$ cat src/emcPkg.sv
package emcPkg;

  // External bus widths
  parameter int AddrW = 14;  // PM and DM addresses of the core
  parameter int DataW = 16;
  parameter int WaitW = 3;   // One wait-state field

  // Byte-DMA address parts
  parameter int PageW = 8;
  parameter int BeadW = 12;

  // WSCR is five wait fields side by side
  parameter int WscrW = 5 * WaitW;

  // Field positions in WSCR
  parameter int PmWaitLsb   = 0;
  parameter int DmWaitLsb   = 3;
  parameter int BmWaitLsb   = 6;
  parameter int IoLoWaitLsb = 9;   // I/O below 512
  parameter int IoHiWaitLsb = 12;  // I/O from 512 up

  // Address bit that splits I/O space into its two wait fields
  parameter int IoSplitBit = 9;

  typedef enum logic [1:0] {
    spacePm,
    spaceDm,
    spaceIo,
    spaceBm
  } memSpaceT;

  // One external access: idle, strobe held for wait+1 cycles, then release
  typedef enum logic [1:0] {
    busIdle,
    busStrobe,
    busFinish
  } busStateT;

endpackage

$ cat src/waitStateRegs.sv
`timescale 1ns/1ps

module waitStateRegs
  import emcPkg::*;
#(
  parameter logic [WaitW-1:0] ResetWait = 3'd7
) (
  input  logic             DSPCLK,
  input  logic             rstN,
  input  logic             WSCR_we,
  input  logic [DataW-1:0] DMD,
  input  memSpaceT         selSpace,
  input  logic [AddrW-1:0] selAddr,
  output logic [WscrW-1:0] WSCR,
  output logic [WaitW-1:0] waitCount
);

  logic [WscrW-1:0] wscrQ;

  // Register loads from the data bus, used from the next cycle on
  always_ff @(posedge DSPCLK or negedge rstN) begin
    if (!rstN) begin
      wscrQ <= {5{ResetWait}};
    end else if (WSCR_we) begin
      wscrQ <= DMD[WscrW-1:0];  // Top DMD bit has no field
    end
  end

  assign WSCR = wscrQ;

  // Field for the space the arbiter has chosen this cycle
  always_comb begin
    case (selSpace)
      spacePm: waitCount = wscrQ[PmWaitLsb +: WaitW];
      spaceDm: waitCount = wscrQ[DmWaitLsb +: WaitW];
      spaceBm: waitCount = wscrQ[BmWaitLsb +: WaitW];
      spaceIo: begin
        // Slow peripherals usually sit in the upper half
        if (selAddr[IoSplitBit]) begin
          waitCount = wscrQ[IoHiWaitLsb +: WaitW];
        end else begin
          waitCount = wscrQ[IoLoWaitLsb +: WaitW];
        end
      end
      default: waitCount = wscrQ[PmWaitLsb +: WaitW];
    endcase
  end

endmodule

$ cat src/busArbiter.sv
`timescale 1ns/1ps

module busArbiter
  import emcPkg::*;
(
  input  logic             DSPCLK,
  input  logic             rstN,
  input  logic             accessReq,
  input  memSpaceT         accessSpace,
  input  logic             accessWrite,
  input  logic [AddrW-1:0] accessAddr,
  input  logic [DataW-1:0] accessData,
  input  logic             BSreq,
  input  logic [PageW-1:0] BMpage,
  input  logic [BeadW-1:0] BEAD,
  input  logic             BWRn,
  input  logic [7:0]       BWdataBUF,
  input  logic             busBusy,
  output logic             selReq,
  output memSpaceT         selSpace,
  output logic             selWrite,
  output logic [AddrW-1:0] selAddr,
  output logic [DataW-1:0] selData,
  output logic             selIsDma
);

  logic                   dmaInFlight;  // Current BSreq already served
  logic                   dmaGo;
  logic [PageW+BeadW-1:0] dmaAddrFull;

  // DMA only takes an idle bus that no core strobe wants
  assign dmaGo = BSreq && !busBusy && !dmaInFlight && !accessReq;

  // Page bits sit above the byte offset
  assign dmaAddrFull = {BMpage, BEAD};

  always_ff @(posedge DSPCLK or negedge rstN) begin
    if (!rstN) begin
      dmaInFlight <= 1'b0;
    end else if (dmaGo) begin
      dmaInFlight <= 1'b1;
    end else if (!BSreq) begin
      dmaInFlight <= 1'b0;  // Engine dropped its request after bdmaDone
    end
  end

  assign selReq   = accessReq || dmaGo;
  assign selIsDma = dmaGo;

  always_comb begin
    if (accessReq) begin
      selSpace = accessSpace;
      selWrite = accessWrite;
      selAddr  = accessAddr;
      selData  = accessData;
    end else begin
      selSpace = spaceBm;
      selWrite = !BWRn;
      selAddr  = dmaAddrFull[AddrW-1:0];
      selData  = {{(DataW - 8){1'b0}}, BWdataBUF};  // Byte, zero extended
    end
  end

  // Core must wait for the previous access to wind down
  coreStrobeIdle: assert property (
    @(posedge DSPCLK) disable iff (!rstN) accessReq |-> !busBusy
  ) else $error("Core access strobed while external bus busy");

endmodule

$ cat src/extBusSeq.sv
`timescale 1ns/1ps

module extBusSeq
  import emcPkg::*;
(
  input  logic             DSPCLK,
  input  logic             rstN,
  input  logic             selReq,
  input  memSpaceT         selSpace,
  input  logic             selWrite,
  input  logic [AddrW-1:0] selAddr,
  input  logic [DataW-1:0] selData,
  input  logic             selIsDma,
  input  logic [WaitW-1:0] waitCount,
  input  logic [DataW-1:0] T_ED,
  output logic             busBusy,
  output logic [AddrW-1:0] EA_do,
  output logic             EA_oe,
  output logic [DataW-1:0] ED_do,
  output logic             ED_oe,
  output logic             PMSn,
  output logic             DMSn,
  output logic             IOSn,
  output logic             BMSn,
  output logic             RDn,
  output logic             WRn,
  output logic             eRDY,
  output logic [DataW-1:0] emcDMD_do,
  output logic             emcDMD_oe,
  output logic             bdmaDone
);

  busStateT         state;
  logic [WaitW-1:0] waitCnt;  // Strobe cycles left after this one
  memSpaceT         spaceL;
  logic             writeL;
  logic             isDmaL;
  logic [AddrW-1:0] addrL;
  logic [DataW-1:0] dataL;
  logic [DataW-1:0] rdData;
  logic             startAcc;
  logic             strobing;
  logic             lastStrobe;
  logic             finishing;

  assign startAcc   = (state == busIdle) && selReq;
  assign strobing   = (state == busStrobe);
  assign lastStrobe = strobing && (waitCnt == '0);
  assign finishing  = (state == busFinish);

  always_ff @(posedge DSPCLK or negedge rstN) begin
    if (!rstN) begin
      state   <= busIdle;
      waitCnt <= '0;
      spaceL  <= spacePm;
      writeL  <= 1'b0;
      isDmaL  <= 1'b0;
    end else begin
      case (state)
        busIdle: begin
          if (selReq) begin
            state   <= busStrobe;
            waitCnt <= waitCount;  // Wait field sampled with the request
            spaceL  <= selSpace;
            writeL  <= selWrite;
            isDmaL  <= selIsDma;
          end
        end
        busStrobe: begin
          if (waitCnt == '0) begin
            state <= busFinish;
          end else begin
            waitCnt <= waitCnt - WaitW'(1);
          end
        end
        busFinish: begin
          state <= busIdle;
        end
        default: begin
          state <= busIdle;
        end
      endcase
    end
  end

  // Address and write data held for the whole access
  always_ff @(posedge DSPCLK) begin
    if (startAcc) begin
      addrL <= selAddr;
      dataL <= selData;
    end
  end

  // Read data is taken at the end of the stretched strobe
  always_ff @(posedge DSPCLK) begin
    if (lastStrobe && !writeL) begin
      rdData <= T_ED;
    end
  end

  assign busBusy = (state != busIdle);

  // Pins
  assign EA_do = addrL;
  assign ED_do = dataL;
  assign EA_oe = strobing;
  assign ED_oe = strobing && writeL;

  assign PMSn = !(strobing && spaceL == spacePm);
  assign DMSn = !(strobing && spaceL == spaceDm);
  assign IOSn = !(strobing && spaceL == spaceIo);
  assign BMSn = !(strobing && spaceL == spaceBm);

  assign RDn = !(strobing && !writeL);
  assign WRn = !(strobing && writeL);

  // Core stalls only while the strobe is out
  assign eRDY = !strobing;

  // DMA engine picks up its read byte from emcDMD_do on bdmaDone
  assign emcDMD_do = rdData;
  assign emcDMD_oe = finishing && !isDmaL && !writeL;
  assign bdmaDone  = finishing && isDmaL;

  // Core obeys eRDY from the sequencer
  coreWaitsReady: assert property (
    @(posedge DSPCLK) disable iff (!rstN) (selReq && !selIsDma) |-> eRDY
  ) else $error("Core request while eRDY low");

  oneSelect: assert property (
    @(posedge DSPCLK) disable iff (!rstN) $onehot0(~{PMSn, DMSn, IOSn, BMSn})
  ) else $error("More than one chip select active");

  noRdWrOverlap: assert property (
    @(posedge DSPCLK) disable iff (!rstN) !(!RDn && !WRn)
  ) else $error("RDn and WRn low together");

endmodule

$ cat src/emc.sv
`timescale 1ns/1ps

module emc
  import emcPkg::*;
#(
  parameter logic [WaitW-1:0] ResetWait = 3'd7  // Slowest setting out of reset
) (
  input  logic             DSPCLK,
  input  logic             rstN,
  // Core access
  input  logic             accessReq,
  input  memSpaceT         accessSpace,
  input  logic             accessWrite,
  input  logic [AddrW-1:0] accessAddr,
  input  logic [DataW-1:0] accessData,
  // Wait register
  input  logic             WSCR_we,
  input  logic [DataW-1:0] DMD,
  // Byte DMA
  input  logic             BSreq,
  input  logic [PageW-1:0] BMpage,
  input  logic [BeadW-1:0] BEAD,
  input  logic             BWRn,
  input  logic [7:0]       BWdataBUF,
  // External bus
  input  logic [DataW-1:0] T_ED,
  output logic             PMSn,
  output logic             DMSn,
  output logic             IOSn,
  output logic             BMSn,
  output logic             RDn,
  output logic             WRn,
  output logic [AddrW-1:0] EA_do,
  output logic             EA_oe,
  output logic [DataW-1:0] ED_do,
  output logic             ED_oe,
  // Back to core and DMA
  output logic             eRDY,
  output logic [DataW-1:0] emcDMD_do,
  output logic             emcDMD_oe,
  output logic             bdmaDone,
  output logic [WscrW-1:0] WSCR
);

  logic             selReq;
  memSpaceT         selSpace;
  logic             selWrite;
  logic [AddrW-1:0] selAddr;
  logic [DataW-1:0] selData;
  logic             selIsDma;
  logic [WaitW-1:0] waitCount;
  logic             busBusy;

  waitStateRegs #(
    .ResetWait(ResetWait)
  ) waitStateRegs_inst (
    .DSPCLK   (DSPCLK),
    .rstN     (rstN),
    .WSCR_we  (WSCR_we),
    .DMD      (DMD),
    .selSpace (selSpace),
    .selAddr  (selAddr),
    .WSCR     (WSCR),
    .waitCount(waitCount)
  );

  busArbiter busArbiter_inst (
    .DSPCLK     (DSPCLK),
    .rstN       (rstN),
    .accessReq  (accessReq),
    .accessSpace(accessSpace),
    .accessWrite(accessWrite),
    .accessAddr (accessAddr),
    .accessData (accessData),
    .BSreq      (BSreq),
    .BMpage     (BMpage),
    .BEAD       (BEAD),
    .BWRn       (BWRn),
    .BWdataBUF  (BWdataBUF),
    .busBusy    (busBusy),
    .selReq     (selReq),
    .selSpace   (selSpace),
    .selWrite   (selWrite),
    .selAddr    (selAddr),
    .selData    (selData),
    .selIsDma   (selIsDma)
  );

  extBusSeq extBusSeq_inst (
    .DSPCLK   (DSPCLK),
    .rstN     (rstN),
    .selReq   (selReq),
    .selSpace (selSpace),
    .selWrite (selWrite),
    .selAddr  (selAddr),
    .selData  (selData),
    .selIsDma (selIsDma),
    .waitCount(waitCount),
    .T_ED     (T_ED),
    .busBusy  (busBusy),
    .EA_do    (EA_do),
    .EA_oe    (EA_oe),
    .ED_do    (ED_do),
    .ED_oe    (ED_oe),
    .PMSn     (PMSn),
    .DMSn     (DMSn),
    .IOSn     (IOSn),
    .BMSn     (BMSn),
    .RDn      (RDn),
    .WRn      (WRn),
    .eRDY     (eRDY),
    .emcDMD_do(emcDMD_do),
    .emcDMD_oe(emcDMD_oe),
    .bdmaDone (bdmaDone)
  );

endmodule

$ cat config.mk
export PLATFORM = sky130hd
export DESIGN_NAME = emc
export DESIGN_NICKNAME = d
export VERILOG_FILES = /design/src/emcPkg.sv /design/src/waitStateRegs.sv /design/src/busArbiter.sv /design/src/extBusSeq.sv /design/src/emc.sv
export SDC_FILE = /design/constraint.sdc
export NUM_CORES = 1
export LEC_CHECK = 0
export BUFFER_PORTS_ARGS = -buffer_cell sky130_fd_sc_hd__buf_2
export CAP_MARGIN = 0
export CORE_UTILIZATION = 39
export DETAILED_ROUTE_END_ITERATION = 10
export PLACE_DENSITY = 0.75
export SETUP_SLACK_MARGIN = 0.2
export SLEW_MARGIN = 40
export SYNTH_ARGS = -nofsm -noshare
export SYNTH_HDL_FRONTEND = slang
export SYNTH_SLANG_ARGS = --single-unit
$ cat constraint.sdc
create_clock -name DSPCLK -period 2.3 [get_ports DSPCLK]
set_input_delay 0.115 -clock DSPCLK [delete_from_list [all_inputs] [get_ports DSPCLK]]
set_output_delay 0.115 -clock DSPCLK [all_outputs]
set_load 0.02 [all_outputs]
==> flow_metrics.py <==
metrics = {
    "status": {
        "outcome": "finished clean",
    },
    "cts": {
        "post_cts_buffers": 0,
        "clockBufferDepth": 2,
        "htreeDepth": 3,
        "tritoncts": "yes",
        "cts.clk_slew.worst_paths_ps": 70,
        "numCtsBuffers": 9,
        "cts_root_buf": "clkbuf_8",
        "cts.repair.resized": 0,
        "clock_latency_ps": 330,
        "clock-sinks": 71,
    },
    "synth": {
        "synth-seq-area-share": 0.683,
        "synth-edff-count": 46,
        "synthXorXnorAreaFrac": 0.00295,
        "synth_seq_cells": 71,
        "synth-compound-area-share": 0.0498,
        "netlist_area_um2": 2970,
        "synth_ff_type": "edfxtp_1",
        "synthArstFlopShare": 0.352,
        "yosys_warnings": 0,
        "syn_area_per_cell_um2": 15.3,
        "synth_top_area_cell": "edfxtp_1",
        "synth_fa_ha_area_frac": 0.00844,
        "muxShareOfSynthArea": 0.145,
        "synth_top_area_frac": 0.466,
        "synthSimpleGateAreaFrac": 0.0878,
        "synth_top_family_by_area": "multiplexers",
        "synth_cell_types": 42,
        "synthTopCellsByArea": "edfxtp_1, mux2_2, dfstp_2",
        "syn_nets": 295,
        "synthCells": 194,
    },
    "final_layout": {
        "layout-drive-gt1-share": 0.614,
        "layout_commonest_cell": "buf_2",
        "area_growth_pct": 44.6,
        "final_cell_area_um2": 4290,
        "antenna_cells": 0,
        "layout_common_cells": "buf_2, edfxtp_1, mux2_2",
        "nNetsFinal": 485,
    },
    "min_path": {
        "hold_start": "DMD[14]",
        "hold_depth": 2,
        "hp-class": "in -> reg",
        "whs_endpoint": "waitStateRegs_inst.WSCR[14]",
    },
    "place": {
        "dpl_worst_slack_ps": 660,
        "placed_cell_area_um2": 3900,
        "io_buffers": 163,
        "dp.final_hpwl_um": 5050,
        "place_congestion": 0.845,
    },
    "worst_setup_path": {
        "cp.required_ps": 2180,
        "worst_r2r_path_depth": 6,
        "end_kind": "output port",
        "start_kind": "flop",
        "path_class": "reg -> out",
        "crit_fanout": 7,
        "critPathArrivalTime_ps": 1620,
        "reg2reg_from": "extBusSeq_inst.state[0]",
        "r2r_end": "extBusSeq_inst.waitCnt[2]",
        "reg2reg_setup_slack_ps": 650,
    },
    "timing": {
        "slew_headroom": 0.635,
        "finalSetupTns_ps": 0,
        "setup_viol": 0,
        "setup_ws_ps": 565,
        "tightest_slew_ps": 547,
        "holdWs_ps": 14.1,
        "finalMaxSlewViolations": 0,
        "grt_setup_unrepaired": "no",
        "period_share": 0.754,
        "period_minus_slack_ps": 1730,
        "fin_skew_ps": 5.35,
        "finalHoldViolations": 0,
        "max_freq_mhz": 576,
    },
    "grt": {
        "antenna_found_initial": 0,
        "grt_max_degree": 26,
        "grt_pass1_wl_um": 10400,
        "grt_usage": 0.179,
        "grt_pass1_vias": 2160,
        "grt_overflow": 0,
    },
    "detailed_routing": {
        "met1Wirelength_um": 2920,
        "drt-pass1-iter-count": 4,
        "via_count": 2308,
        "viasPerCell": 4.73,
        "drc": 0,
        "met2_length_um": 3730,
        "wl_met3_um": 488,
        "dr.max_layer_used": "met4",
        "wirelength_um": 7250,
        "ant_nets": 0,
        "post_drt_wl_per_cell_um": 14.9,
        "drt_iter0_drc": 50,
    },
    "die": {
        "coreArea_um2": 7290,
        "dieArea_um2": 7960,
        "die_x_um": 89.2,
        "pin_count": 171,
        "start_util": 0.407,
        "fp.dieH_um": 89.2,
        "fp-row-count": 31,
    },
    "power_and_ir_drop": {
        "ir_drop_v": 0.000363,
        "p_int_mw": 2.76,
        "p_switching_mw": 1.51,
        "p_per_area_nw_per_um2": 997,
        "pwr-share-comb": 0.336,
        "seq_power_share": 0.442,
        "switching_share": 0.355,
        "pwr-share-clk": 0.222,
        "leakagePower_nw": 1.90,
    },
    "run": {
        "max-cap-violations": 0,
    },
}
## power groups by stage
| stage | registers (mW) | logic (mW) | clock network (mW) |
|---|---|---|---|
| 2_1_floorplan | 2.16 | 0.634 | 0 |
| 3_3_place_gp | 1.89 | 1.38 | 0 |
| 3_5_place_dp | 1.91 | 1.41 | 0 |
| 4_1_cts | 1.88 | 1.44 | 0.974 |
| 5_1_grt | 1.92 | 1.57 | 1.03 |
| 6_report | 1.89 | 1.43 | 0.950 |
## area by class of cell
type / instances / area (um2)
fill: 623 / 3010
sequential: 71 / 2030
timing repair buffer: 187 / 1050
multi-input combinational: 108 / 876
clock buffer: 10 / 128
tap: 99 / 124
clock inverter: 6 / 61.3
inverter: 7 / 26.3
## metal layers
metal	track usage	vias up
li1	-	1094
met1	0.208	1083
met2	0.325	120
met3	0.0360	11
met4	0.0707	0
met5	0	-
## flip-flops by register name (all words and copies together), names as in the netlist
register                     flops
extBusSeq_inst.waitCnt           3
extBusSeq_inst.ED_do            16
extBusSeq_inst.EA_do            14
extBusSeq_inst.spaceL            2
extBusSeq_inst.writeL            1
extBusSeq_inst.emcDMD_do        16
extBusSeq_inst.state             2
busArbiter_inst.dmaInFlight      1
extBusSeq_inst.isDmaL            1
waitStateRegs_inst.WSCR         15
## cells in the mapped netlist (2+ instances only)
cell type	count
nand2b_1	6
and2_1	8
nor2b_1	2
nand3_1	3
a21oi_1	5
nand2_1	8
ha_1	2
clkbuf_1	3
edfxtp_1	46
o21ai_0	2
dfrtp_1	10
mux2_2	36
nor3_1	4
dfstp_2	15
nor2_1	9
buf_2	4
inv_1	6
## how the worst max path moves through the flow
stage,startpoint,to,slack [ps],depth (start not counted)
2_1_floorplan,extBusSeq_inst.state[0],extBusSeq_inst.waitCnt[2],360,5
3_5_place_dp,extBusSeq_inst.state[0],extBusSeq_inst.waitCnt[2],660,6
5_1_grt,extBusSeq_inst.state[1],ED_oe,490,5
4_1_cts,extBusSeq_inst.state[1],PMSn,610,3
6_report,extBusSeq_inst.state[1],PMSn,570,3
3_3_place_gp,extBusSeq_inst.state[0],extBusSeq_inst.waitCnt[2],690,6
## kinds of logic after synthesis
group,count (synthesis)
mux,38
flops,71
simple gates,48
compound gates,19
xor+xnor,1
fa+ha+maj,2
buf+inv,15
## what timing repair did
item                                   in CTS  in global routing
endpoints found under the hold margin      29                  0
hold buffers                               20                  0
setup endpoints to repair                   0                  0
## stage by stage
step,power [mW],instances,util
5_1_grt,4.52,488,0.588
4_1_cts,4.29,488,0.588
3_3_place_gp,3.28,452,0.534
6_report,4.27,488,0.588
2_1_floorplan,2.80,194,-
3_5_place_dp,3.31,452,0.534
## critical path, stage by stage, from the launching register on
cell      delay (ps)
dfrtp_1          420
nand2b_1         320
or3_1            390
buf_2            170
Note: power is estimated with default switching activity, not from simulation.
